**src/design/mgr_settings.svh**
```systemverilog
`ifndef MGR_SETTINGS_SVH
`define MGR_SETTINGS_SVH

// ------------------------------
// Work-unit memory
`define MGR_WU_ADDR_W       8    // Word address bits
`define MGR_WU_DEPTH        256  // Words of WU storage
`define MGR_WU_OPT_PER_WORD 2    // Option tuples in one option word

// ------------------------------
// Host bus
`define MGR_AXIL_ADDR_W     12
`define MGR_AXIL_DATA_W     32

// ------------------------------
// Stack bus OOB and status
`define MGR_OOB_DATA_W      28   // Same as the WU body
`define MGR_CNT_W           16   // Issued instruction count

`endif

```
**src/design/mgr_bus_pkg.sv**
```systemverilog
`include "mgr_settings.svh"

package mgr_bus_pkg;

  // Stream delineator used on every valid/ready stream
  typedef enum logic [1:0] {
    MOD     = 2'b00,  // Middle of data
    SOD     = 2'b01,  // Start of data
    EOD     = 2'b10,  // End of data
    SOD_EOD = 2'b11   // Single beat packet
  } std_cntl_e;

  typedef enum logic {
    OOB_CFG = 1'b0,  // Header beat
    OOB_OPT = 1'b1   // Option tuple beat
  } oob_type_e;

  // One beat on the downstream OOB port
  typedef struct packed {
    std_cntl_e                  cntl;
    oob_type_e                  oob_type;
    logic [`MGR_OOB_DATA_W-1:0] data;
  } oob_beat_t;

  // AXI4-Lite, host to manager
  typedef struct packed {
    logic [`MGR_AXIL_ADDR_W-1:0]   aw_addr;
    logic                          aw_valid;
    logic [`MGR_AXIL_DATA_W-1:0]   w_data;
    logic [`MGR_AXIL_DATA_W/8-1:0] w_strb;
    logic                          w_valid;
    logic                          b_ready;
    logic [`MGR_AXIL_ADDR_W-1:0]   ar_addr;
    logic                          ar_valid;
    logic                          r_ready;
  } axil_req_t;

  // AXI4-Lite, manager to host
  typedef struct packed {
    logic                        aw_ready;
    logic                        w_ready;
    logic [1:0]                  b_resp;
    logic                        b_valid;
    logic                        ar_ready;
    logic [`MGR_AXIL_DATA_W-1:0] r_data;
    logic [1:0]                  r_resp;
    logic                        r_valid;
  } axil_rsp_t;

endpackage

```
**src/design/mgr_wu_pkg.sv**
```systemverilog
`include "mgr_settings.svh"

package mgr_wu_pkg;

  // Instruction kind carried on every word
  typedef enum logic [1:0] {
    NOP = 2'b00,
    OP  = 2'b01,  // Compute, the only kind sent on OOB
    MR  = 2'b10,  // Memory read
    MW  = 2'b11   // Memory write
  } wu_op_e;

  // Start word view
  typedef struct packed {
    logic [7:0] tag;
    logic [5:0] num_lanes;
    logic [6:0] stop_cmd;
    logic [6:0] simd_cmd;
  } wu_inst_t;

  // One option tuple, opt_type of zero is an empty slot
  typedef struct packed {
    logic [5:0] opt_type;
    logic [7:0] opt_value;
  } wu_opt_t;

  // Body bits, decoded by the word position in the instruction
  typedef union packed {
    wu_inst_t                                inst;  // Start word
    wu_opt_t [`MGR_WU_OPT_PER_WORD-1:0]      opt;   // Option word, slot 0 first
  } wu_body_u;

  typedef struct packed {
    mgr_bus_pkg::std_cntl_e cntl;  // Instruction delineator
    wu_op_e                 op;
    wu_body_u               body;
  } wu_word_t;

  // Host control toward fetch
  typedef struct packed {
    logic                      run;         // Single cycle start
    logic [`MGR_WU_ADDR_W-1:0] start_addr;
    logic [`MGR_WU_ADDR_W:0]   length;      // Words, up to full memory
  } mgr_ctrl_t;

  typedef struct packed {
    logic                  busy;
    logic                  done;
    logic [`MGR_CNT_W-1:0] issued;
  } mgr_status_t;

endpackage

```
**src/design/wu_fetch.sv**
```systemverilog
`include "mgr_settings.svh"

module wu_fetch (
  input  logic                      clk,
  input  logic                      reset,
  input  mgr_wu_pkg::mgr_ctrl_t     ctrl,
  input  logic                      stall,     // From WU memory
  output logic                      rd_en,
  output logic [`MGR_WU_ADDR_W-1:0] rd_addr,
  output logic                      fetching
);

  logic [`MGR_WU_ADDR_W:0] remain;  // Reads still to issue

  // ------------------------------
  // Address and count
  always_ff @(posedge clk)
  begin
    if (reset)
    begin
      rd_addr <= '0;
      remain  <= '0;
    end
    else if (ctrl.run)
    begin
      rd_addr <= ctrl.start_addr;
      remain  <= ctrl.length;
    end
    else if (rd_en)
    begin
      rd_addr <= rd_addr + 1'b1;  // Wraps at top of memory
      remain  <= remain - 1'b1;
    end
  end

  assign fetching = (remain != '0);
  assign rd_en    = fetching && !stall;  // One read per free cycle

endmodule

```
**config.mk**
```make
export PLATFORM = sky130hd
export DESIGN_NAME = wu_fetch
export DESIGN_NICKNAME = d
export VERILOG_FILES = /design/src/design/mgr_bus_pkg.sv /design/src/design/mgr_wu_pkg.sv /design/src/design/wu_fetch.sv
export VERILOG_INCLUDE_DIRS = /design/src /design/src/design
export SDC_FILE = /design/constraint.sdc
export NUM_CORES = 1
export LEC_CHECK = 0
export ABC_AREA = 1
export BUFFER_PORTS_ARGS = -buffer_cell sky130_fd_sc_hd__buf_2
export CAP_MARGIN = 20
export CORE_ASPECT_RATIO = 2
export CORE_UTILIZATION = 35
export DETAILED_ROUTE_END_ITERATION = 12
export SLEW_MARGIN = 10
export SYNTH_ARGS = -nofsm -noshare
export SYNTH_HDL_FRONTEND = slang
export SYNTH_SLANG_ARGS = --single-unit
```
**constraint.sdc**
```tcl
create_clock -name clk -period 1.95 [get_ports clk]
set_input_delay 0.0975 -clock clk [delete_from_list [all_inputs] [get_ports clk]]
set_output_delay 0.0975 -clock clk [all_outputs]
set_load 0.02 [all_outputs]
```
* Word level (Yosys, flattened, before mapping) *
Index checks and enable logic that the tools add are counted.

cells by class
  add/sub/neg operators = 2
  multiplexer cells = 4
  reductions and logical operators = 4

operators by type and width
  cell                   number
  $mux W9                2
  $mux W8                2
  $reduce_bool A9 Y1     1
  $sub A9 B1 Y9 const B  1
  $add A8 B1 Y8 const B  1
  $reduce_bool A2 Y1     1
  $logic_and A1 B1 Y1    1
  $logic_not A1 Y1       1

word-level totals
  register bits after elaboration = 17
  bits of input ports = 21
  word-level logic and storage cells = 12

* Longest topological paths before layout *
Gate-level depths: netlist (run 1).

  depth in word-level cells = 4
  gate-level depth with buffers = 10
  depth with buffers taken out = 10

* Worst setup path after synthesis (run 1) *
Ideal clock, no wire load.

  path kind = register to register
  start point = register remain[0]
  end point = register rd_addr[5]
  arrival time = 1.423 ns
  data required time = 1.818 ns
  setup slack = 0.395 ns
  stages on the path, launching flop included = 11
  path buffers = 1
  clock period less this slack = 1.555 ns
  cell sequence = dfxtp_1 > inv_1 > ha_1 > nand2_2 > nor2_2 > nand3_4 > nand2_4 > nand2_4 > buf_6 > nand2_1 > a21oi_1

on the way
  longest elaborated chain between the ends = 3

RTL lines
  element                              RTL line        RTL
  start, declared                      wu_fetch.sv:13  logic [`MGR_WU_ADDR_W:0] remain;
  start signal, assigned               wu_fetch.sv:27  remain <= ctrl.length;
  start signal, assigned               wu_fetch.sv:32  remain <= remain - 1'b1;
  $reduce_bool A9 Y1                   wu_fetch.sv:36  assign fetching = (remain != '0);
  net fetching                         wu_fetch.sv:10  output logic fetching
  $logic_and A1 B1 Y1                  wu_fetch.sv:37  assign rd_en = fetching && !stall;
  $reduce_bool A2 Y1 (no source line)  -
  end signal, assigned                 wu_fetch.sv:26  rd_addr <= ctrl.start_addr;
  end signal, assigned                 wu_fetch.sv:31  rd_addr <= rd_addr + 1'b1;
  end, declared                        wu_fetch.sv:9   output logic [`MGR_WU_ADDR_W-1:0] rd_addr,

The timed path passes the listed nets, and every way through them passes these cells.
A chain may end at the register's enable or synchronous reset.

* Final worst setup path (run 1) *
  start point = register remain[0]
  end point = output port rd_en

on the way
  longest elaborated chain between the ends = 2

RTL lines
  element              RTL line        RTL
  $reduce_bool A9 Y1   wu_fetch.sv:36
  $logic_and A1 B1 Y1  wu_fetch.sv:37
  end, declared        wu_fetch.sv:8   output logic rd_en,

Every way passes these cells.

==> flow_summary.json, run 1 <==
{
  "outcome": "finished, final reports clean",
  "clk_path_buf_depth": 2,
  "num_vias": 1223,
  "hp-class": "primary input to register",
  "start_util_pct": 36.7,
  "antennaDiodeCount": 0,
  "synth_fp_nets": 205,
  "ir_drop_uv": 446,
  "grt_usage_pct": 18.8,
  "synth_area_leaders": "dfxtp_1, nand2_1, nand3_1",
  "clk_pin_slew_ps": 70,
  "fp.dieW_um": 42.7,
  "synthArstFlopShare_pct": 0,
  "finalHoldViolCount": 0,
  "cts_tree": "yes",
  "synth_top_area_cell": "dfxtp_1",
  "fillerInstances": 379,
  "dieArea_um2": 3550,
  "grt_remaining_overflow": 0,
  "yosys_warnings": 0,
  "crit_slowest_cell": "dfxtp_1",
  "critPathArrivalTime_ps": 1680,
  "period_needed_ps": 1780,
  "first_pass_iters": 4,
  "rows": 29,
  "multi_input_area_um2": 701,
  "grt_pass1_wl_um": 5290,
  "synth_edf_count": 0,
  "path_class": "register to output port",
  "drt_iter0_markers": 30,
  "h-tree-depth": 1,
  "max_stage_delay_ps": 320,
  "grt_pass1_vias": 1199,
  "clk_latency_ps": 250,
  "end_kind": "output port",
  "crit_path_start": "remain[0]$_SDFFE_PP0P_",
  "synthDistinctLibCells": 25,
  "ctsResizeCount": 0,
  "rsz0062_at_grt": "no",
  "dpl.hpwl_um": 2280,
  "crit_fanout": 15,
  "fmax_mhz": 561,
  "place_congestion": 0.866,
  "antenna_found_initial": 0,
  "drtAntennaViolNets": 0,
  "die_y_um": 83.3,
  "critPathRequiredTime_ps": 1850,
  "top_level_ports": 31,
  "worstHoldStart": "ctrl[8]",
  "cts_setup_buffers": 0,
  "maxCapViolations": 0,
  "worst_pin_slew_ps": 303,
  "leakage_uw": 0.000667,
  "wl_per_cell_um": 11.8,
  "synth_cells": 182,
  "final_area_um2": 1360,
  "regArea_um2": 340,
  "layout-drive-gt1-share_pct": 21.2,
  "fin_hold_ws_ps": 158,
  "drv_slew": 0,
  "area_growth_pct": 17.7,
  "syn_avg_cell_area_um2": 6.36,
  "route.detailed.drc": 0,
  "finalCritPeriodShare_pct": 91.4,
  "routed_wl_um": 2870,
  "setup-tns-final_ps": 0,
  "ys_seq_area_share_pct": 29.4,
  "crit_top_cell": "inv_1",
  "core_um2": 3160,
  "synth-seq-cells": 17,
  "setup_viol_count_final": 0,
  "skew_ps": 1.61,
  "maxSlewHeadroom_pct": 79.7,
  "clock_sink_count": 17,
  "ctsHoldBuffers": 0,
  "clockRootBuffer": "clkbuf_8",
  "netlist_area_um2": 1160,
  "cts_inserted_buffers": 3,
  "nNetsFinal": 236,
  "synth_top_cell_area_share_pct": 29.4,
  "fin_util_pct": 43.2,
  "ys.flop_type": "dfxtp_1",
  "crit_chain": "inv_1, ha_1, nand2_2, nor2_2, nand3_4, nand2_4, inv_1, buf_2",
  "dpl_cell_area_um2": 1320,
  "grt_max_degree": 22,
  "power.density_nw_per_um2": 728,
  "startpoint_type": "register",
  "port_buffers": 30,
  "worstReg2RegStart": "remain[0]$_SDFFE_PP0P_",
  "viasPerCell": 5.03
}
## synth_stat cells, types with 2 or more instances
cell type   n
buf_2       2
inv_1      15
nor2_1     18
nand2_1    51
xor2_1      3
nand4_1     3
nand2_4     2
nand3_1    29
a21oi_1    12
o21ai_0    10
o21bai_1    2
clkbuf_1    3
xnor2_1     3
dfxtp_1    17
ha_1        2
## area by class of cell
type | instances | share of cell area (%)
Sequential cell | 17 | 25.0
Clock buffer | 3 | 3.03
Tap cell | 31 | 2.85
Timing Repair Buffer | 33 | 12.7
Multi-Input combinational cell | 141 | 51.4
Inverter | 17 | 4.68
Clock inverter | 1 | 0.367
## cell families after synthesis
family	share of synthesized area, %
buffers and inverters	10.1
DFF	29.4
xor gates and xnor gates	4.54
adders and majority gates	2.16
AOI/OAI and AO/OA	10.8
and+or+nand+nor	43.0
## layer usage
metal	global-route usage, %	routed length (um)	share of wire [%]
met1	21.9	1140	40
met5	0	0	0
met2	33.9	1610	56
met3	1.74	81	2.8
met4	6.82	34	1.2
## sequential cells by signal, indices dropped and copies added (netlist names)
name	cells
remain	9
rd_addr	8
## final timing paths
check | end | slack [ps] | cells after the start
max | rd_en | 170 | 8
min | remain[8]$_SDFFE_PP0P_ | 160 | 5
max reg2reg | rd_addr[1]$_SDFFE_PP0P_ | 220 | 9
min reg2reg | remain[0]$_SDFFE_PP0P_ | 510 | 2
## cell usage in the layout, fill, tap and decap left out, drive strengths merged, types with 10 or more instances in the layout
cell type | synthesis | routed
nand3 | 30 | 30
a21oi | 12 | 12
o21ai | 10 | 10
inv | 16 | 16
buf | 4 | 33
nand2 | 54 | 54
nor2 | 20 | 20
dfxtp | 17 | 17
## stage by stage
step | total power, uW | setup slack, ps | std cells
3_3_place_gp | 745 | 321 | 239
6_report | 992 | 168 | 243
4_1_cts | 1010 | 171 | 243
2_1_floorplan | 666 | 395 | 182
5_1_grt | 1070 | 20.2 | 243
3_5_place_dp | 743 | 236 | 239
## critical path, delay by kind of cell (launching register included)
| family | cells | cell delay, ps |
|---|---|---|
| simple gates | 4 | 530 |
| fa+ha+maj | 1 | 260 |
| flops | 1 | 320 |
| buf+inv | 3 | 310 |
## where the power goes
part	total [uW]	switching, uW	internal (uW)
logic	314	193	121
clock network	260	118	142
registers	418	37.7	380
total	992	349	643
(Power assumes the default switching activity.)
==> run 2: changes to the inputs <==
--- a/config.mk
+++ b/config.mk
@@ -6,7 +6,6 @@
 export SDC_FILE = /design/constraint.sdc
 export NUM_CORES = 1
 export LEC_CHECK = 0
-export ABC_AREA = 1
 export BUFFER_PORTS_ARGS = -buffer_cell sky130_fd_sc_hd__buf_2
 export CAP_MARGIN = 20
 export CORE_ASPECT_RATIO = 2
==> run 2 against run 1 <==
Against the previous run: total power fell by 4.1%; flip-flop and latch count is the same; maximum frequency is 4.4% lower; final cell count down 25%; first-iteration DRC count fell by 30%; via count is 16% lower; count of clock-buffer cells in the layout unchanged; synthesized cell count shrank 36%; non-clock buffer count rose by 6; routed wire length decreased by 1.5%; worst hold slack got worse by 66 ps; cell area fell by 3.8%.
==> flow_summary.json, run 2 <==
{
  "synth_edf_count": 0,
  "period_needed_ps": 1860,
  "p_int_uw": 643,
  "synthTopCellsByCount": "dfxtp_1, nor2_1, a211oi_1, inv_1, xnor2_1",
  "clk_path_buf_depth": 2,
  "reg2reg_to": "rd_addr[7]$_SDFFE_PP0P_",
  "clock_sink_count": 17,
  "yosys_warnings": 0,
  "routed_wl_um": 2820,
  "largest_register_ff_count": 9,
  "die_y_um": 78.6,
  "dieArea_um2": 3170,
  "maxSlewHeadroom_pct": 71.5,
  "synthArstFlopShare_pct": 0,
  "synth.most_common_cell": "dfxtp_1",
  "viasPerCell": 5.62,
  "synth_fp_nets": 140,
  "netlist_area_um2": 1030,
  "route.detailed.drc": 0,
  "cts_inserted_buffers": 3,
  "dpl.hpwl_um": 2160,
  "core_um2": 2770,
  "post-place-ws_ps": 50.3,
  "worst_pin_slew_ps": 427,
  "grt_usage_pct": 20.1,
  "comb_power_share_pct": 27.9,
  "end_kind": "register",
  "startpoint_type": "register",
  "synth_area_leaders": "dfxtp_1, a211oi_1, xnor2_1",
  "first_pass_iters": 4,
  "mostFrequentLayoutCell": "buf_2",
  "top_level_ports": 31,
  "ir_drop_uv": 444,
  "outcome": "finished, final reports clean",
  "path_class": "register to register",
  "reg_top3": "remain x9, rd_addr x8",
  "worstReg2RegStart": "remain[1]$_SDFFE_PP0P_",
  "final_area_um2": 1310,
  "ys.flop_type": "dfxtp_1",
  "dpl_cell_area_um2": 1230,
  "crit_fanout": 6,
  "setup_viol_count_final": 0,
  "port_buffers": 30,
  "rows": 27,
  "drv_slew": 0,
  "synth-seq-cells": 17,
  "endpoint": "rd_addr[7]$_SDFFE_PP0P_",
  "synth_top_area_cell": "dfxtp_1",
  "antenna_found_initial": 0,
  "finalHoldViolCount": 0,
  "wl_per_cell_um": 15.4,
  "h-tree-depth": 1,
  "antennaDiodeCount": 0,
  "setup_ws_ps": 86.5,
  "final_cell_mix": "buf_2, dfxtp_1, nor2_1, a211oi_1, buf_4",
  "area_growth_pct": 27.6,
  "grt_max_degree": 19,
  "synth_top_cell_area_share_pct": 33.1,
  "p_seq_share_pct": 43.6,
  "crit_slowest_cell": "a2111oi_4",
  "crit_path_start": "remain[1]$_SDFFE_PP0P_",
  "grt_pass1_vias": 1022,
  "rsz0062_at_grt": "no",
  "critPathRequiredTime_ps": 2110,
  "p_sw_uw": 309,
  "maxCapViolations": 0,
  "top_register": "remain",
  "fin_hold_ws_ps": 91.6,
  "nNetsFinal": 178,
  "power.density_nw_per_um2": 726,
  "leakage_uw": 0.000531,
  "skew_ps": 8.02,
  "grt_pass1_wl_um": 4570,
  "crit_chain": "inv_1, ha_2, nor4b_4, buf_4, a2111oi_4, a311oi_2, a2111oi_2",
  "layout-drive-gt1-share_pct": 37.0,
  "setup-tns-final_ps": 0,
  "critPathArrivalTime_ps": 2020,
  "max_stage_delay_ps": 420,
  "drt_iter0_markers": 21,
  "swShare_pct": 32.5,
  "clk_latency_ps": 260,
  "start_util_pct": 37.1,
  "power_frac_clock_pct": 28.5,
  "cts_tree": "yes",
  "fp.dieW_um": 40.3,
  "clockRootBuffer": "clkbuf_8",
  "ys_seq_area_share_pct": 33.1,
  "drtAntennaViolNets": 0,
  "syn_avg_cell_area_um2": 8.78,
  "ff2ff_path_depth": 7,
  "synth_cells": 117,
  "fmax_mhz": 537,
  "synthDistinctLibCells": 44,
  "grt_remaining_overflow": 0,
  "clk_pin_slew_ps": 70,
  "place_congestion": 0.855,
  "finalCritPeriodShare_pct": 95.6,
  "num_vias": 1029,
  "hp-class": "primary input to register",
  "reg2reg_slack_ps": 90
}
run 2: cell count changes after synthesis, moves of 7 or more:
cell	before	now
nand2_1	51	5
a21oi_1	12	3
a211oi_1	0	12
nand3_1	29	4
o21ai_0	10	2
inv_1	15	8
run 2: worst min-delay path by stage:
stage | start | end | slack [ps] | cells past startpoint
detailed placement | ctrl[8] | remain[8]$_SDFFE_PP0P_ | 370 | 3
CTS | ctrl[8] | remain[8]$_SDFFE_PP0P_ | 90 | 3
global placement | ctrl[8] | remain[8]$_SDFFE_PP0P_ | 350 | 3
global route | ctrl[8] | remain[8]$_SDFFE_PP0P_ | 110 | 3
finish | ctrl[8] | remain[8]$_SDFFE_PP0P_ | 90 | 3
floorplan | ctrl[8] | remain[8]$_SDFFE_PP0P_ | 240 | 2
run 2: worst max-delay path: cells and delay by family (launching register included):
family | cells | cell delay, ps
compound gates | 3 | 860
flops | 1 | 350
buf+inv | 2 | 220
fa+ha+maj | 1 | 180
simple gates | 1 | 150
run 2: metal layers:
| metal | GRT usage [%] | share of wire [%] | vias up |
|---|---|---|---|
| li1 | - | - | 504 |
| met1 | 22.2 | 39 | 497 |
| met2 | 35.3 | 56 | 21 |
| met3 | 1.98 | 2.5 | 7 |
| met4 | 8.67 | 2.3 | 0 |
| met5 | 0 | 0 | - |
run 2: power by group through the flow:
stage          registers (uW)  logic [uW]  clock network (uW)
3_5_place_dp              421         250                   0
4_1_cts                   413         252                 279
5_1_grt                   419         290                 288
6_report                  414         265                 272
3_3_place_gp              419         244                   0
2_1_floorplan             432         148                   0
run 2: logic make-up after synthesis:
kind of cell	share of synthesized area (%)
adder cells (fa/ha/maj)	2.44
flip-flops	33.1
AND/OR/NAND/NOR	25.8
XOR/XNOR	7.67
AO/OA/AOI/OAI	25.0
buffers and inverters	5.97
run 2: area by class of cell:
type | instances | area (um2)
Fill cell | 282 | 1460
Sequential cell | 17 | 343
Tap cell | 29 | 36.3
Multi-Input combinational cell | 85 | 634
Inverter | 9 | 33.8
Timing Repair Buffer | 39 | 218
Clock buffer | 3 | 41.3
Clock inverter | 1 | 5.00
run 2: per-stage QoR:
| step | util, % | total power, uW | instances |
|---|---|---|---|
| 2_1_floorplan | - | 580 | 117 |
| 3_3_place_gp | 44.4 | 663 | 176 |
| 3_5_place_dp | 44.4 | 672 | 176 |
| 4_1_cts | 46.1 | 944 | 180 |
| 5_1_grt | 47.3 | 997 | 183 |
| 6_report | 47.3 | 951 | 183 |
run 2: repair_timing:
item,CTS,global route
hold buffers,0,0
endpoints found under the setup margin,0,5
resized for setup,0,4
buffers inserted,0,4
==> run 3: changes to the inputs <==
--- a/config.mk
+++ b/config.mk
@@ -11,6 +11,7 @@
 export CORE_ASPECT_RATIO = 2
 export CORE_UTILIZATION = 35
 export DETAILED_ROUTE_END_ITERATION = 12
+export RECOVER_POWER = 100
 export SLEW_MARGIN = 10
 export SYNTH_ARGS = -nofsm -noshare
 export SYNTH_HDL_FRONTEND = slang
==> run 3 against run 2 <==
Against the previous run: final cell count unchanged; combinational power fell by 4%; non-clock buffer count is the same; die area unchanged; first-iteration DRC count rose by 14%; via count is 0.87% lower; largest cell class unchanged; largest power group unchanged.
==> flow_summary.json, run 3 (synthesized netlist as in run 2, its figures left out) <==
{
  "clk_latency_ps": 260,
  "ctsHoldBuffers": 0,
  "hp-class": "primary input to register",
  "drt_iter0_markers": 24,
  "maxCapViolations": 0,
  "grt_pass1_vias": 1022,
  "rows": 27,
  "fp.dieW_um": 40.3,
  "place_congestion": 0.855,
  "grt_remaining_overflow": 0,
  "nNetsFinal": 178,
  "crit_path_start": "remain[1]$_SDFFE_PP0P_",
  "antenna_found_initial": 0,
  "route.detailed.drc": 0,
  "crit_slowest_cell": "a2111oi_4",
  "antennaDiodeCount": 0,
  "instances_no_fill": 183,
  "end_kind": "register",
  "fin_util_pct": 46.4,
  "period_needed_ps": 1860,
  "critPathArrivalTime_ps": 2020,
  "place_inst": 176,
  "grt_max_degree": 19,
  "routed_wl_um": 2820,
  "finalHoldViolCount": 0,
  "mostFrequentLayoutCell": "buf_2",
  "max_stage_delay_ps": 440,
  "first_pass_iters": 4,
  "worstHoldStart": "ctrl[8]",
  "setup-tns-final_ps": 0,
  "clk_pin_slew_ps": 80,
  "worstReg2RegStart": "remain[1]$_SDFFE_PP0P_",
  "clk_path_buf_depth": 2,
  "top_register": "remain",
  "finalCritPeriodShare_pct": 95.4,
  "port_buffers": 30,
  "cts_inserted_buffers": 3,
  "rsz0062_at_grt": "no",
  "clockRootBuffer": "clkbuf_8",
  "num_vias": 1020,
  "grt_pass1_wl_um": 4570,
  "fin_hold_ws_ps": 86.0,
  "outcome": "finished, final reports clean",
  "final_cell_mix": "buf_2, dfxtp_1, nor2_1, a211oi_1, clkbuf_1",
  "dieArea_um2": 3170,
  "leakage_uw": 0.000493,
  "start_util_pct": 37.1,
  "power.density_nw_per_um2": 734,
  "largest_register_ff_count": 9,
  "die_y_um": 78.6,
  "area_growth_pct": 25.1,
  "drtAntennaViolNets": 0,
  "worst_pin_slew_ps": 426,
  "crit_chain": "inv_1, ha_2, nor4b_4, clkbuf_1, a2111oi_4, a311oi_2, a2111oi_2",
  "viasPerCell": 5.57,
  "skew_ps": 9.79,
  "dpl.hpwl_um": 2160,
  "path_class": "register to register",
  "top_level_ports": 31,
  "wl_per_cell_um": 15.4,
  "maxSlewHeadroom_pct": 71.3,
  "setup_viol_count_final": 0,
  "grt_usage_pct": 20.1,
  "critPathRequiredTime_ps": 2110,
  "layout-drive-gt1-share_pct": 30.5,
  "crit_fanout": 6,
  "fmax_mhz": 538,
  "h-tree-depth": 1,
  "clock_sink_count": 17,
  "drv_slew": 0,
  "path_delay_family": "compound AO/OA/AOI/OAI gates",
  "ir_drop_uv": 446,
  "cts_tree": "yes",
  "startpoint_type": "register",
  "reg_top3": "remain x9, rd_addr x8",
  "critPathBufInv": 2,
  "core_um2": 2770
}
run 3: what timing repair did:
| action | CTS | global route |
|---|---|---|
| gates resized for setup | 0 | 4 |
| setup buffers | 0 | 4 |
| endpoints found under the setup margin | 0 | 5 |
run 3: per-layer routing:
metal | routed length [um] | GRT usage (%) | vias up | share of wire [%]
li1 | - | - | 504 | -
met2 | 1560 | 35.3 | 23 | 56
met1 | 1100 | 22.2 | 486 | 39
met3 | 86 | 1.98 | 7 | 3.1
met4 | 63 | 8.67 | 0 | 2.2
met5 | 0 | 0 | - | 0
run 3: worst register-to-register path: stages (launching register included):
cell and delay [ps]:
dfxtp_2 360, inv_1 60, ha_2 180, nor4b_4 150, clkbuf_1 140, a2111oi_4 440
a311oi_2 160, a2111oi_2 270
run 3: through the flow:
| stage | cell area (um2) | power (uW) | setup WS (ps) |
|---|---|---|---|
| final | 1280 | 944 | 90.3 |
| after global placement | 1230 | 663 | 147 |
| after floorplan | 1030 | 580 | 264 |
| after detailed placement | 1230 | 672 | 50.3 |
| after global routing | 1280 | 985 | 18.8 |
| after CTS | 1280 | 944 | 43.8 |
run 3: final timing paths:
path                             endpoint  slack [ps]  depth (start not counted)
hold reg to reg    remain[8]$_SDFFE_PP0P_         500                          2
hold / removal     remain[8]$_SDFFE_PP0P_          90                          3
setup / recovery  rd_addr[7]$_SDFFE_PP0P_          90                          7
setup reg to reg  rd_addr[7]$_SDFFE_PP0P_          90                          7
run 3: power by group:
group | switching (uW) | internal, uW
combinational | 142 | 113
clock | 134 | 142
sequential | 35.4 | 377
run 3: area by class of cell:
class,count,area (um2)
inverters,9,33.8
fillers,291,1490
flip-flops and latches,17,343
well taps,29,36.3
multi-input cells,85,626
clock inverters,1,5.00
clock buffers,3,41.3
repair buffers,39,200
