**src/design/mgr_settings.svh**
```systemverilog
`ifndef MGR_SETTINGS_SVH
`define MGR_SETTINGS_SVH

// ------------------------------
// Work-unit memory
`define MGR_WU_ADDR_W       8    // Word address bits
`define MGR_WU_DEPTH        256  // Words of WU storage
`define MGR_WU_OPT_PER_WORD 2    // Option tuples in one option word

// ------------------------------
// Host bus
`define MGR_AXIL_ADDR_W     12
`define MGR_AXIL_DATA_W     32

// ------------------------------
// Stack bus OOB and status
`define MGR_OOB_DATA_W      28   // Same as the WU body
`define MGR_CNT_W           16   // Issued instruction count

`endif

```
**src/design/mgr_bus_pkg.sv**
```systemverilog
`include "mgr_settings.svh"

package mgr_bus_pkg;

  // Stream delineator used on every valid/ready stream
  typedef enum logic [1:0] {
    MOD     = 2'b00,  // Middle of data
    SOD     = 2'b01,  // Start of data
    EOD     = 2'b10,  // End of data
    SOD_EOD = 2'b11   // Single beat packet
  } std_cntl_e;

  typedef enum logic {
    OOB_CFG = 1'b0,  // Header beat
    OOB_OPT = 1'b1   // Option tuple beat
  } oob_type_e;

  // One beat on the downstream OOB port
  typedef struct packed {
    std_cntl_e                  cntl;
    oob_type_e                  oob_type;
    logic [`MGR_OOB_DATA_W-1:0] data;
  } oob_beat_t;

  // AXI4-Lite, host to manager
  typedef struct packed {
    logic [`MGR_AXIL_ADDR_W-1:0]   aw_addr;
    logic                          aw_valid;
    logic [`MGR_AXIL_DATA_W-1:0]   w_data;
    logic [`MGR_AXIL_DATA_W/8-1:0] w_strb;
    logic                          w_valid;
    logic                          b_ready;
    logic [`MGR_AXIL_ADDR_W-1:0]   ar_addr;
    logic                          ar_valid;
    logic                          r_ready;
  } axil_req_t;

  // AXI4-Lite, manager to host
  typedef struct packed {
    logic                        aw_ready;
    logic                        w_ready;
    logic [1:0]                  b_resp;
    logic                        b_valid;
    logic                        ar_ready;
    logic [`MGR_AXIL_DATA_W-1:0] r_data;
    logic [1:0]                  r_resp;
    logic                        r_valid;
  } axil_rsp_t;

endpackage

```
**src/design/mgr_wu_pkg.sv**
```systemverilog
`include "mgr_settings.svh"

package mgr_wu_pkg;

  // Instruction kind carried on every word
  typedef enum logic [1:0] {
    NOP = 2'b00,
    OP  = 2'b01,  // Compute, the only kind sent on OOB
    MR  = 2'b10,  // Memory read
    MW  = 2'b11   // Memory write
  } wu_op_e;

  // Start word view
  typedef struct packed {
    logic [7:0] tag;
    logic [5:0] num_lanes;
    logic [6:0] stop_cmd;
    logic [6:0] simd_cmd;
  } wu_inst_t;

  // One option tuple, opt_type of zero is an empty slot
  typedef struct packed {
    logic [5:0] opt_type;
    logic [7:0] opt_value;
  } wu_opt_t;

  // Body bits, decoded by the word position in the instruction
  typedef union packed {
    wu_inst_t                                inst;  // Start word
    wu_opt_t [`MGR_WU_OPT_PER_WORD-1:0]      opt;   // Option word, slot 0 first
  } wu_body_u;

  typedef struct packed {
    mgr_bus_pkg::std_cntl_e cntl;  // Instruction delineator
    wu_op_e                 op;
    wu_body_u               body;
  } wu_word_t;

  // Host control toward fetch
  typedef struct packed {
    logic                      run;         // Single cycle start
    logic [`MGR_WU_ADDR_W-1:0] start_addr;
    logic [`MGR_WU_ADDR_W:0]   length;      // Words, up to full memory
  } mgr_ctrl_t;

  typedef struct packed {
    logic                  busy;
    logic                  done;
    logic [`MGR_CNT_W-1:0] issued;
  } mgr_status_t;

endpackage

```
**src/design/mgr_cfg_regs.sv**
```systemverilog
`include "mgr_settings.svh"

module mgr_cfg_regs (
  input  logic                      clk,
  input  logic                      reset,
  input  mgr_bus_pkg::axil_req_t    axil_req,
  output mgr_bus_pkg::axil_rsp_t    axil_rsp,
  output mgr_wu_pkg::mgr_ctrl_t     ctrl,
  input  mgr_wu_pkg::mgr_status_t   status,
  output logic                      wr_en,
  output logic [`MGR_WU_ADDR_W-1:0] wr_addr,
  output mgr_wu_pkg::wu_word_t      wr_word
);

  localparam int AW = `MGR_AXIL_ADDR_W;
  localparam int DW = `MGR_AXIL_DATA_W;
  localparam int SW = `MGR_AXIL_DATA_W / 8;

  localparam logic [AW-1:0] ADDR_CTRL   = 'h000;
  localparam logic [AW-1:0] ADDR_START  = 'h004;
  localparam logic [AW-1:0] ADDR_LEN    = 'h008;
  localparam logic [AW-1:0] ADDR_STATUS = 'h00C;

  localparam logic [1:0] RESP_OKAY   = 2'b00;
  localparam logic [1:0] RESP_SLVERR = 2'b10;

  logic          wr_hs;     // AW and W taken together
  logic          rd_hs;
  logic          wr_win;    // Address in the WU window
  logic          wr_ok;
  logic          rd_ok;
  logic [DW-1:0] rd_value;
  logic [DW-1:0] start_wr;  // START after byte strobes
  logic [DW-1:0] len_wr;
  logic          b_valid;
  logic [1:0]    b_resp;
  logic          r_valid;
  logic [DW-1:0] r_data;
  logic [1:0]    r_resp;

  function automatic logic [DW-1:0] merge_strb(
    input logic [DW-1:0] old_v,
    input logic [DW-1:0] new_v,
    input logic [SW-1:0] strb
  );
    logic [DW-1:0] res;
    res = old_v;
    for (int i = 0; i < SW; i++)
      if (strb[i])
        res[8*i +: 8] = new_v[8*i +: 8];
    return res;
  endfunction

  // ------------------------------
  // Address decode
  always_comb
  begin
    wr_hs    = axil_req.aw_valid && axil_req.w_valid && !b_valid;
    rd_hs    = axil_req.ar_valid && !r_valid;
    wr_win   = (axil_req.aw_addr[AW-1:10] == 'd1) && (axil_req.aw_addr[1:0] == 2'b00);
    start_wr = merge_strb(DW'(ctrl.start_addr), axil_req.w_data, axil_req.w_strb);
    len_wr   = merge_strb(DW'(ctrl.length), axil_req.w_data, axil_req.w_strb);
    case (axil_req.aw_addr)
      ADDR_CTRL, ADDR_START, ADDR_LEN: wr_ok = 1'b1;
      default: wr_ok = wr_win && !status.busy && (&axil_req.w_strb);  // STATUS is read-only
    endcase
    rd_ok    = 1'b1;
    rd_value = '0;
    case (axil_req.ar_addr)
      ADDR_CTRL:  rd_value = '0;                 // run clears itself
      ADDR_START: rd_value = DW'(ctrl.start_addr);
      ADDR_LEN:   rd_value = DW'(ctrl.length);
      ADDR_STATUS:
      begin
        rd_value[0]                  = status.busy;
        rd_value[1]                  = status.done;
        rd_value[DW-1 -: `MGR_CNT_W] = status.issued;
      end
      default: rd_ok = 1'b0;  // Window is write-only
    endcase
  end

  // WU window write port
  assign wr_en   = wr_hs && wr_win && wr_ok;
  assign wr_addr = axil_req.aw_addr[2 +: `MGR_WU_ADDR_W];
  assign wr_word = axil_req.w_data;

  // ------------------------------
  // Control registers and channel valids
  always_ff @(posedge clk)
  begin
    if (reset)
    begin
      ctrl    <= '0;
      b_valid <= 1'b0;
      r_valid <= 1'b0;
    end
    else
    begin
      ctrl.run <= 1'b0;  // Pulse
      if (wr_hs)
      begin
        b_valid <= 1'b1;
        case (axil_req.aw_addr)
          ADDR_CTRL:  ctrl.run <= axil_req.w_strb[0] && axil_req.w_data[0] && !status.busy;
          ADDR_START: ctrl.start_addr <= start_wr[`MGR_WU_ADDR_W-1:0];
          ADDR_LEN:   ctrl.length <= len_wr[`MGR_WU_ADDR_W:0];
          default: ;
        endcase
      end
      else if (axil_req.b_ready)
        b_valid <= 1'b0;
      if (rd_hs)
        r_valid <= 1'b1;
      else if (axil_req.r_ready)
        r_valid <= 1'b0;
    end
  end

  // Response payload
  always_ff @(posedge clk)
  begin
    if (wr_hs)
      b_resp <= wr_ok ? RESP_OKAY : RESP_SLVERR;
    if (rd_hs)
    begin
      r_data <= rd_ok ? rd_value : '0;
      r_resp <= rd_ok ? RESP_OKAY : RESP_SLVERR;
    end
  end

  always_comb
  begin
    axil_rsp.aw_ready = wr_hs;  // Only with W
    axil_rsp.w_ready  = wr_hs;
    axil_rsp.b_resp   = b_resp;
    axil_rsp.b_valid  = b_valid;
    axil_rsp.ar_ready = !r_valid;
    axil_rsp.r_data   = r_data;
    axil_rsp.r_resp   = r_resp;
    axil_rsp.r_valid  = r_valid;
  end

endmodule

```
**config.mk**
```make
export PLATFORM = sky130hd
export DESIGN_NAME = mgr_cfg_regs
export DESIGN_NICKNAME = d
export VERILOG_FILES = /design/src/design/mgr_bus_pkg.sv /design/src/design/mgr_wu_pkg.sv /design/src/design/mgr_cfg_regs.sv
export VERILOG_INCLUDE_DIRS = /design/src /design/src/design
export SDC_FILE = /design/constraint.sdc
export NUM_CORES = 1
export LEC_CHECK = 0
export BUFFER_PORTS_ARGS = -buffer_cell sky130_fd_sc_hd__buf_2
export CORE_ASPECT_RATIO = 0.8
export CORE_UTILIZATION = 37
export CTS_CLUSTER_SIZE = 8
export DETAILED_ROUTE_END_ITERATION = 10
export PLACE_DENSITY = 0.8
export SYNTH_ARGS = -nofsm -noshare
export SYNTH_HDL_FRONTEND = slang
export SYNTH_SLANG_ARGS = --single-unit
export TNS_END_PERCENT = 10
```
**constraint.sdc**
```tcl
create_clock -name clk -period 1.8 [get_ports clk]
set_input_delay 0.18 -clock clk [delete_from_list [all_inputs] [get_ports clk]]
set_output_delay 0.18 -clock clk [all_outputs]
set_load 0.02 [all_outputs]
```
; ---- Yosys cells after proc, flatten, opt, wreduce, memory -nomap -nowiden
; Index checks and enable logic that the tools add are counted.
[classes]
n_eq_ne = 6
mux = 10
bitwise_logic = 2
n_reduce_logical = 26
[ops]
columns = operator, count
row1 = equality test 12 x 4 -> 1 bit (second input constant), 3
row2 = equality test 12 x 3 -> 1 bit (second input constant), 2
row3 = zero test 12 bit, 2
row4 = one-hot mux 7 bit (2 select lines), 1
row5 = logical AND 1 bit, 10
row6 = AND reduction 3 bit, 3
row7 = two-way mux 1 bit, 6
row8 = one-hot mux 2 bit (3 select lines), 1
row9 = OR reduction 3 bit, 2
row10 = two-way mux 2 bit, 2
row11 = AND reduction 4 bit, 1
row12 = nonzero test 2 bit, 2
row13 = OR reduction 4 bit, 1
row14 = zero test 1 bit, 3
row15 = equality test 2 x 1 -> 1 bit (second input constant), 1
row16 = zero test 2 bit, 1
row17 = inverter 1 bit, 2
row18 = AND reduction 2 bit, 1
[word_totals]
ff_bits = 56
in_bits = 85
output_inout_bits = 100
wordCells = 54

; ---- Logic depth before layout (Yosys ltp)
; Gate-level depths: netlist (run 1).
[logic_depth]
word_depth = 6
ltp_mapped = 4
depth_no_buf = 3

; ---- Least setup slack after synthesis (run 1)
; No wires, ideal clock.
[synth_path]
path_kind = reg2reg
from = reg r_valid
to = reg r_data[0] (enable)
setup_ps = 412
t_arrival_ps = 1522
required_time_ps = 1388
slack_ps = -134
path_stages_with_launch = 2
path_buffers = 0
synth_period_minus_slack_ps = 1934
cell_sequence = dfxtp_1 nor2b_1
[synth_via]
elab_chain_len = 2
[synth_lines]
columns = item, line_no
row1 = from (decl), mgr_cfg_regs.sv:37  ; logic r_valid;
row2 = from (signal assigned), mgr_cfg_regs.sv:96  ; r_valid <= 1'b0;
row3 = from (signal assigned), mgr_cfg_regs.sv:114  ; r_valid <= 1'b1;
row4 = from (signal assigned), mgr_cfg_regs.sv:116  ; r_valid <= 1'b0;
row5 = zero test 1 bit, mgr_cfg_regs.sv:59  ; rd_hs = axil_req.ar_valid && !r_valid;
row6 = logical AND 1 bit, mgr_cfg_regs.sv:59
row7 = via rd_hs, mgr_cfg_regs.sv:28  ; logic rd_hs;
row8 = to (signal assigned), mgr_cfg_regs.sv:127  ; r_data <= rd_ok ? rd_value : '0;
row9 = to (decl), mgr_cfg_regs.sv:38  ; logic [DW-1:0] r_data;
; The timed path passes the listed nets, and every way through them passes these cells.
; A chain may end at the register's enable or synchronous reset.

; ---- Worst setup path after layout (run 1)
[layout_path]
from = reg b_valid
to = reg ctrl[11] (netlist bit)
[layout_via]
elab_chain_len = 3
[layout_lines]
columns = item, line_no
row1 = from (decl), mgr_cfg_regs.sv:35  ; logic b_valid;
row2 = from (signal assigned), mgr_cfg_regs.sv:95  ; b_valid <= 1'b0;
row3 = from (signal assigned), mgr_cfg_regs.sv:103  ; b_valid <= 1'b1;
row4 = from (signal assigned), mgr_cfg_regs.sv:112  ; b_valid <= 1'b0;
row5 = zero test 1 bit, mgr_cfg_regs.sv:58  ; wr_hs = axil_req.aw_valid && axil_req.w_valid && !b_valid;
row6 = logical AND 1 bit, mgr_cfg_regs.sv:58
row7 = AND reduction 3 bit (no source line), --
row8 = to (decl), mgr_cfg_regs.sv:8  ; output mgr_wu_pkg::mgr_ctrl_t ctrl,
; Every way passes these cells.

==> flow_summary.html, run 1 <==
<table>
<tr><th>Metric</th><th>Value</th></tr>
<tr><th colspan="2">Run status</th></tr>
<tr><td>Result of the run</td><td>complete, no violations</td></tr>
<tr><th colspan="2">Timing</th></tr>
<tr><td>Final setup margin</td><td>around 150 ps</td></tr>
<tr><td>Final max-slew violation count</td><td>0</td></tr>
<tr><td>Final-layout setup total negative slack</td><td>0 ps</td></tr>
<tr><td>Clock period minus worst slack</td><td>1647 ps</td></tr>
<tr><td>Maximum clock rate</td><td>roughly 0.61 GHz</td></tr>
<tr><td>Hold Vio Cnt, Final</td><td>0</td></tr>
<tr><td>Tightest Pin Transition</td><td>approximately 700 ps</td></tr>
<tr><td>Total setup violations reported at the end of the flow</td><td>0</td></tr>
<tr><td>Final worst clock skew</td><td>9.091 ps</td></tr>
<tr><td>RSZ-0062 raised after global routing</td><td>no</td></tr>
<tr><td>Period utilisation layout</td><td>about nine tenths</td></tr>
<tr><td>Worst relative slew slack</td><td>54.34%</td></tr>
<tr><th colspan="2">Setup path</th></tr>
<tr><td>Crit-path max cell delay</td><td>560 ps</td></tr>
<tr><td>Worst setup SP type</td><td>flop</td></tr>
<tr><td>Arrival time reported for the critical path endpoint</td><td>between 1500 and 2000 ps</td></tr>
<tr><td>Required time of the critical path</td><td>2020 ps</td></tr>
<tr><td>Class of the most critical setup path</td><td>reg -&gt; reg</td></tr>
<tr><td>Minimum setup slack among reg-to-reg paths</td><td>150 ps</td></tr>
<tr><td>Slowest cell on crit path</td><td>sky130_fd_sc_hd__or4bb_1</td></tr>
<tr><td>Reg-to-reg endpoint</td><td>ctrl[11]$_SDFFE_PP0P_</td></tr>
<tr><td>Crit-path max FO</td><td>8</td></tr>
<tr><td>Start of the worst register-to-register path</td><td>b_valid$_SDFFE_PP0P_</td></tr>
<tr><td>Cell Chain, Critical Path</td><td>or4bb_1, nor4_4, buf_12, mux2i_1</td></tr>
<tr><td>Endpoint class of the critical path</td><td>flop</td></tr>
<tr><td>Worst Reg2Reg Path Length in Cells</td><td>4</td></tr>
<tr><th colspan="2">Clocking</th></tr>
<tr><td>Post-CTS Setup Repair Bufs</td><td>0</td></tr>
<tr><td>Max Buffers Root-to-Sink</td><td>2</td></tr>
<tr><td>CTS-repair resized insts</td><td>0</td></tr>
<tr><td>TritonCTS clock tree</td><td>done</td></tr>
<tr><td>Root Driver</td><td>sky130_fd_sc_hd__clkbuf_8</td></tr>
<tr><td>Latest clock arrival within the worst-skew pair</td><td>300 ps</td></tr>
<tr><td>Post-cts hold buffer count</td><td>0</td></tr>
<tr><td># H-tree levels</td><td>2</td></tr>
<tr><td>CTS Sinks</td><td>47</td></tr>
<tr><td>Clock-pin slew on the worst setup and hold paths</td><td>around 90 ps</td></tr>
<tr><td>CTS buffer count</td><td>5</td></tr>
<tr><th colspan="2">Logic synthesis</th></tr>
<tr><td>Top FF cell, synth</td><td>sky130_fd_sc_hd__edfxtp_1</td></tr>
<tr><td>FF+latch count, synth</td><td>47</td></tr>
<tr><td>Synthesis Warnings</td><td>0</td></tr>
<tr><td>Top-area cell type share of the netlist area</td><td>about 33%</td></tr>
<tr><td>Register area share after synthesis</td><td>48.69%</td></tr>
<tr><td>Cell types occupying the most area after synthesis</td><td>sky130_fd_sc_hd__edfxtp_1 33%, sky130_fd_sc_hd__dfxtp_1 16%, sky130_fd_sc_hd__buf_4 16%, sky130_fd_sc_hd__mux2i_1 6.8%, sky130_fd_sc_hd__nand2b_1 6.8%</td></tr>
<tr><td>Number of enable flip-flop cells after synthesis</td><td>27</td></tr>
<tr><td>Async S/R FF share, synth</td><td>0%</td></tr>
<tr><td>Number of distinct library cells after synthesis</td><td>34</td></tr>
<tr><td>Number of instances in the synthesized netlist</td><td>roughly 230</td></tr>
<tr><td>Biggest area consumer among synthesized cells</td><td>sky130_fd_sc_hd__edfxtp_1</td></tr>
<tr><td>Synthesized area per cell</td><td>11.01 um2</td></tr>
<tr><td>Syn Std Cell Area</td><td>2487 um2</td></tr>
<tr><th colspan="2">Layout</th></tr>
<tr><td>Fraction of final layout cells sized beyond drive strength 1</td><td>47.50%</td></tr>
<tr><td>Final core utilization</td><td>46.78%</td></tr>
<tr><td>Number of standard cells in the final layout excluding fillers</td><td>404</td></tr>
<tr><td>Area growth from synthesis to final layout</td><td>21.13%</td></tr>
<tr><td>Layout Nets</td><td>approximately 400</td></tr>
<tr><td>Antenna diode count</td><td>0</td></tr>
<tr><th colspan="2">Place</th></tr>
<tr><td>Port buffer count</td><td>129</td></tr>
<tr><td>Placer Congestion</td><td>0.8088</td></tr>
<tr><td>Post-placement worst setup slack</td><td>-48.45 ps</td></tr>
<tr><td>Dpl hpwl</td><td>4494 um</td></tr>
<tr><td>Placed Cells incl. Taps</td><td>396</td></tr>
<tr><th colspan="2">Routing</th></tr>
<tr><td>Total via count after detailed routing</td><td>1893</td></tr>
<tr><td>Post-detailed-route via-to-cell ratio</td><td>4.686</td></tr>
<tr><td>DR DRC count</td><td>0</td></tr>
<tr><td>Drt first pass iters</td><td>5</td></tr>
<tr><td>DRC violation total after the first TritonRoute iteration</td><td>approximately 70</td></tr>
<tr><td>Antenna viol nets, final</td><td>0</td></tr>
<tr><td>Post-detailed-route wirelength per cell</td><td>13.98 um</td></tr>
<tr><td>Final WL</td><td>5646 um</td></tr>
<tr><th colspan="2">Global routing</th></tr>
<tr><td>Largest net degree at the start of global routing</td><td>29</td></tr>
<tr><td>Total gr overflow</td><td>0</td></tr>
<tr><td>Via count of the first global-routing pass</td><td>1734</td></tr>
<tr><td>Wire length of the first global-routing pass</td><td>8252 um</td></tr>
<tr><td>Number of antenna violations at the first check in global routing</td><td>0</td></tr>
<tr><td>Overall Global Routing Usage</td><td>15.62%</td></tr>
<tr><th colspan="2">Power and ir drop</th></tr>
<tr><td>Clock network fraction of total power</td><td>between 30% and 40%</td></tr>
<tr><td>Maximum resistive drop on vdd</td><td>around 0.30 mV</td></tr>
<tr><td>Int Pwr</td><td>1596 uW</td></tr>
<tr><td>Leak</td><td>around 0.0013 uW</td></tr>
<tr><td>Share of total power consumed by net switching</td><td>between 20% and 30%</td></tr>
<tr><td>Net load switching power</td><td>541.5 uW</td></tr>
<tr><td>Power density relative to cell area</td><td>approximately 710 nW/um2</td></tr>
<tr><td>Comb pwr share</td><td>14.5%</td></tr>
<tr><td>Relative contribution of sequential cells to total power</td><td>a little under three fifths</td></tr>
<tr><th colspan="2">Hold path</th></tr>
<tr><td>Hold Crit Depth</td><td>2</td></tr>
<tr><td>Destination of the worst hold path</td><td>r_valid$_SDFFE_PP0P_</td></tr>
<tr><td>Worst min-delay path category</td><td>in -&gt; reg</td></tr>
<tr><td>Startpoint of the most critical hold path</td><td>axil_req[0]</td></tr>
<tr><th colspan="2">Floorplan</th></tr>
<tr><td>Chip Width</td><td>about 94 um</td></tr>
<tr><td>Number of standard-cell rows in the floorplan</td><td>26</td></tr>
<tr><td>DIE AREA</td><td>7057 um2</td></tr>
<tr><td>Number of top-level design ports</td><td>between 150 and 200</td></tr>
<tr><td>Initial cell density of the core</td><td>38.62%</td></tr>
<tr><td>Core footprint</td><td>6441 um2</td></tr>
<tr><td>DIE HEIGHT</td><td>approximately 75 um</td></tr>
<tr><th colspan="2">Run</th></tr>
<tr><td>Count of maximum capacitance violations</td><td>0</td></tr>
</table>
layer usage:
layer / global-route usage (%) / up-vias / part of all wire [%]
li1: - / 913 / -
met1: 18.91 / 882 / 42
met2: 27.04 / 86 / 48
met3: 5.190 / 12 / 8.4
met4: 4.444 / 0 / 1.0
met5: 0 / - / 0
power by group through the flow:
stage	combinational, uW	clock, uW	sequential (uW)
after floorplan	245	0	1240
after CTS	314	673	1180
after global placement	310	0	1200
after detailed placement	313	0	1200
after global routing	338	721	1180
final	311	650	1180
cells in the final DEF, fill, tap and decap left out, types with 2 or more instances in the layout:
cell                       instances
sky130_fd_sc_hd__a211oi_1          2
sky130_fd_sc_hd__a22oi_1           8
sky130_fd_sc_hd__and2_1           16
sky130_fd_sc_hd__buf_2           129
sky130_fd_sc_hd__buf_4             7
sky130_fd_sc_hd__clkbuf_8          6
sky130_fd_sc_hd__conb_1            9
sky130_fd_sc_hd__dfxtp_1          20
sky130_fd_sc_hd__edfxtp_1         27
sky130_fd_sc_hd__inv_1             2
sky130_fd_sc_hd__mux2_2            2
sky130_fd_sc_hd__mux2i_1          17
sky130_fd_sc_hd__nand2_1           2
sky130_fd_sc_hd__nand2b_1         27
sky130_fd_sc_hd__nand3_1           2
sky130_fd_sc_hd__nand3b_1          2
sky130_fd_sc_hd__nand4_1           2
sky130_fd_sc_hd__nand4b_1          2
sky130_fd_sc_hd__nor2_1           12
sky130_fd_sc_hd__nor2b_1           3
sky130_fd_sc_hd__nor4_1            5
sky130_fd_sc_hd__or4_4             2
sky130_fd_sc_hd__or4bb_1           2
cell usage after synthesis, drive strengths merged (2+ instances only):
cell    number
edfxtp      27
and2        17
nand3        2
nand3b       2
dfxtp       20
buf         55
nand4b       2
mux2         2
or4          3
clkbuf       4
nor4         7
nand2b      27
inv          2
nand2        2
mux2i       17
a211oi       2
or4bb        2
or4b         2
nand4        2
nor2b        4
a22oi        8
nor2        12
area by class of cell:
type | instances | area [um2]
Clock inverter | 1 | 5.005
Tap cell | 84 | 105.1
Multi-Input combinational cell | 126 | 879.6
Fill cell | 643 | 3428
Sequential cell | 47 | 1211
Timing Repair Buffer | 137 | 718.2
Inverter | 2 | 7.507
Clock buffer | 7 | 86.33
kinds of logic after synthesis:
group | synth area share, %
AO/OA/AOI/OAI | 3.521
flip-flops | 48.69
multiplexers | 7.746
AND/OR/NAND/NOR | 22.64
other | 0.1508
buffers and inverters | 17.25
stage by stage:
stage,hold WS [ps],power (uW),area [um2]
floorplan,255.7,1485,2520
global placement,360.1,1509,2922
detailed placement,360.1,1515,2922
CTS,54.45,2164,3013
global route,62.82,2239,3013
finish,63.16,2137,3013
worst max path at each step:
stage | start | endpoint | depth (start not counted)
detailed placement | axil_req[60] | ctrl[7]$_SDFFE_PP0P_ | 4
finish | b_valid$_SDFFE_PP0P_ | ctrl[11]$_SDFFE_PP0P_ | 4
floorplan | b_valid$_SDFFE_PP0P_ | ctrl[10]$_SDFFE_PP0P_ | 3
CTS | b_valid$_SDFFE_PP0P_ | ctrl[11]$_SDFFE_PP0P_ | 4
global placement | axil_req[60] | ctrl[7]$_SDFFE_PP0P_ | 4
global route | b_valid$_SDFFE_PP0P_ | ctrl[11]$_SDFFE_PP0P_ | 4
sequential cells by signal (all words and copies together), names as in the netlist:
name	cells
r_valid	1
b_resp	1
ctrl	18
b_valid	1
r_resp	1
r_data	25
critical path, delay by kind of cell (launching register included):
family | cells | cell delay [ps]
mux | 1 | 190
flops | 1 | 350
buf+inv | 1 | 180
simple gates | 2 | 850
Note: power is estimated with default switching activity, not from simulation.
==> run 2, diff against run 1 <==
--- a/config.mk
+++ b/config.mk
@@ -8,10 +8,9 @@
 export LEC_CHECK = 0
 export BUFFER_PORTS_ARGS = -buffer_cell sky130_fd_sc_hd__buf_2
 export CORE_ASPECT_RATIO = 0.8
-export CORE_UTILIZATION = 37
-export CTS_CLUSTER_SIZE = 8
+export CORE_UTILIZATION = 40
 export DETAILED_ROUTE_END_ITERATION = 10
-export PLACE_DENSITY = 0.8
+export PLACE_DENSITY = 0.82
 export SYNTH_ARGS = -nofsm -noshare
 export SYNTH_HDL_FRONTEND = slang
 export SYNTH_SLANG_ARGS = --single-unit
==> constraint.sdc (replaced) <==
create_clock -name clk -period 1.7 [get_ports clk]
set_input_delay 0.17 -clock clk [delete_from_list [all_inputs] [get_ports clk]]
set_output_delay 0.17 -clock clk [all_outputs]
set_load 0.02 [all_outputs]
==> flow_summary.html, run 2 (synthesis gave the netlist of run 1 again) <==
<table>
<tr><th>Metric</th><th>Value</th></tr>
<tr><th colspan="2">Power and ir drop</th></tr>
<tr><td>Leak</td><td>0.001393 uW</td></tr>
<tr><td>Maximum resistive drop on vdd</td><td>0.3170 mV</td></tr>
<tr><td>Power density relative to cell area</td><td>764.5 nW/um2</td></tr>
<tr><th colspan="2">Global routing</th></tr>
<tr><td>Total gr overflow</td><td>0</td></tr>
<tr><td>Wire length of the first global-routing pass</td><td>8728 um</td></tr>
<tr><td>Via count of the first global-routing pass</td><td>~1.8k</td></tr>
<tr><td>Largest net degree at the start of global routing</td><td>29</td></tr>
<tr><td>Overall Global Routing Usage</td><td>17.22%</td></tr>
<tr><td>Number of antenna violations at the first check in global routing</td><td>0</td></tr>
<tr><th colspan="2">Place</th></tr>
<tr><td>Placer Congestion</td><td>0.8279</td></tr>
<tr><td>Port buffer count</td><td>129</td></tr>
<tr><td>Dpl hpwl</td><td>4474 um</td></tr>
<tr><th colspan="2">Layout</th></tr>
<tr><td>Top library cells by usage in the layout, fill and taps aside</td><td>129 x sky130_fd_sc_hd__buf_2, 27 x sky130_fd_sc_hd__nand2b_1, 27 x sky130_fd_sc_hd__edfxtp_1</td></tr>
<tr><td>Area taken by flip-flops and latches</td><td>1211 um2</td></tr>
<tr><td>Fraction of final layout cells sized beyond drive strength 1</td><td>49.54%</td></tr>
<tr><td>Layout Nets</td><td>411</td></tr>
<tr><td>Largest register FFs</td><td>25</td></tr>
<tr><td>Area growth from synthesis to final layout</td><td>24.45%</td></tr>
<tr><td>Antenna diode count</td><td>0</td></tr>
<tr><td>Largest registers</td><td>r_data: 25 flops, ctrl: 18 flops</td></tr>
<tr><td>Total area of multi-input combinational cells</td><td>892.1 um2</td></tr>
<tr><td>Leading cell type in the layout, fill and taps excluded</td><td>sky130_fd_sc_hd__buf_2</td></tr>
<tr><td>Biggest register</td><td>r_data</td></tr>
<tr><td>Final core utilization</td><td>a little over half</td></tr>
<tr><td>Fillers</td><td>565</td></tr>
<tr><th colspan="2">Timing</th></tr>
<tr><td>Period utilisation layout</td><td>95.84%</td></tr>
<tr><td>Total setup violations reported at the end of the flow</td><td>0</td></tr>
<tr><td>Hold Vio Cnt, Final</td><td>0</td></tr>
<tr><td>Worst relative slew slack</td><td>47.31%</td></tr>
<tr><td>Tightest Pin Transition</td><td>approximately 790 ps</td></tr>
<tr><td>Clock period minus worst slack</td><td>1629 ps</td></tr>
<tr><td>Final-layout setup total negative slack</td><td>0 ps</td></tr>
<tr><td>Final worst clock skew</td><td>between 7 and 8 ps</td></tr>
<tr><td>Final max-slew violation count</td><td>0</td></tr>
<tr><td>RSZ-0062 raised after global routing</td><td>no</td></tr>
<tr><td>Maximum clock rate</td><td>0.6138 GHz</td></tr>
<tr><th colspan="2">Clocking</th></tr>
<tr><td>Max Buffers Root-to-Sink</td><td>2</td></tr>
<tr><td>CTS buffer count</td><td>5</td></tr>
<tr><td>Latest clock arrival within the worst-skew pair</td><td>~300 ps</td></tr>
<tr><td>TritonCTS clock tree</td><td>done</td></tr>
<tr><td>Root Driver</td><td>sky130_fd_sc_hd__clkbuf_8</td></tr>
<tr><td># H-tree levels</td><td>2</td></tr>
<tr><td>Clock-pin slew on the worst setup and hold paths</td><td>90 ps</td></tr>
<tr><td>CTS Sinks</td><td>47</td></tr>
<tr><th colspan="2">Routing</th></tr>
<tr><td>Drt first pass iters</td><td>4</td></tr>
<tr><td>DR DRC count</td><td>0</td></tr>
<tr><td>Post-detailed-route via-to-cell ratio</td><td>4.681</td></tr>
<tr><td>Final WL</td><td>about 5600 um</td></tr>
<tr><td>Post-detailed-route wirelength per cell</td><td>13.82 um</td></tr>
<tr><td>DRC violation total after the first TritonRoute iteration</td><td>50</td></tr>
<tr><td>Total via count after detailed routing</td><td>between 1.5k and 2k</td></tr>
<tr><td>Antenna viol nets, final</td><td>0</td></tr>
<tr><th colspan="2">Setup path</th></tr>
<tr><td>Cell Chain, Critical Path</td><td>or4bb_1, nor4_4, buf_12, mux2i_1</td></tr>
<tr><td>Crit-path max cell delay</td><td>560 ps</td></tr>
<tr><td>Arrival time reported for the critical path endpoint</td><td>1860 ps</td></tr>
<tr><td>Class of the most critical setup path</td><td>reg -&gt; reg</td></tr>
<tr><td>Slowest cell on crit path</td><td>sky130_fd_sc_hd__or4bb_1</td></tr>
<tr><td>Endpoint class of the critical path</td><td>flop</td></tr>
<tr><td>Required time of the critical path</td><td>1930 ps</td></tr>
<tr><td>Crit-path max FO</td><td>8</td></tr>
<tr><td>Worst setup SP type</td><td>flop</td></tr>
<tr><th colspan="2">Floorplan</th></tr>
<tr><td>DIE HEIGHT</td><td>72.53 um</td></tr>
<tr><td>Initial cell density of the core</td><td>41.85%</td></tr>
<tr><td>DIE AREA</td><td>6540 um2</td></tr>
<tr><td>Number of top-level design ports</td><td>185</td></tr>
<tr><td>Number of standard-cell rows in the floorplan</td><td>25</td></tr>
<tr><td>Core footprint</td><td>~5900 um2</td></tr>
<tr><td>Chip Width</td><td>90.17 um</td></tr>
<tr><th colspan="2">Hold path</th></tr>
<tr><td>Worst min-delay path category</td><td>in -&gt; reg</td></tr>
<tr><th colspan="2">Run</th></tr>
<tr><td>Count of maximum capacitance violations</td><td>0</td></tr>
<tr><th colspan="2">Run status</th></tr>
<tr><td>Result of the run</td><td>complete, no violations</td></tr>
</table>
## run 2: cell count changes in the layout (fill, tap and decap cells not counted), sizes merged
cell  before  now
buf      137  144
## run 2: final timing paths
check        slack [ps]  cells past startpoint                    end            startpoint
max                  70                      4  ctrl[16]$_SDFFE_PP0P_  b_valid$_SDFFE_PP0P_
min                  50                      2   r_valid$_SDFFE_PP0P_           axil_req[0]
max reg2reg          70                      4  ctrl[16]$_SDFFE_PP0P_  b_valid$_SDFFE_PP0P_
min reg2reg         500                      2   ctrl[4]$_SDFFE_PP0P_  ctrl[4]$_SDFFE_PP0P_
## run 2: routing by layer
metal	GRT usage [%]	vias up	part of all wire, %
met1	20.60	887	43
met2	29.86	88	47
met4	5.376	0	1.1
met3	5.556	10	8.6
met5	0	-	0
li1	-	925	-
## run 2: layout make-up
type                            instances  area share [%]
Multi-Input combinational cell        126           28.82
Sequential cell                        47           39.13
Inverter                                2          0.2425
Clock buffer                            7           3.476
Timing Repair Buffer                  144           24.90
Tap cell                               81           3.274
Clock inverter                          1          0.1617
## run 2: what timing repair did
item                                    4_1_cts  5_1_grt
setup buffers                                 0        0
endpoints found under the hold margin         0        0
resized for setup                             0        2
hold buffers                                  0        0
endpoints found under the setup margin        0        1
## run 2: critical path, delay by kind of cell, from the launching register on
family / cells / cell delay, ps
mux: 1 / 180
flops: 1 / 350
buf+inv: 1 / 180
simple gates: 2 / 840
## run 2: report_power, final
group / switching [uW] / internal [uW] / leakage, uW
combinational: 207 / 135 / 0.000909
clock: 364 / 417 / 0.0000594
sequential: 10.7 / 1230 / 0.000424
total: 581 / 1790 / 0.00139
## run 2: stage by stage
step	hold WS [ps]	setup slack (ps)	power (uW)	instance area, um2	cells
global placement	340.1	-59.29	1606	2970	400
floorplan	245.7	26.10	1572	2520	234
global route	45.84	2.162	2465	3095	408
CTS	42.76	74.09	2392	3083	408
detailed placement	340.1	-85.91	1613	2970	400
finish	53.84	70.73	2367	3095	408
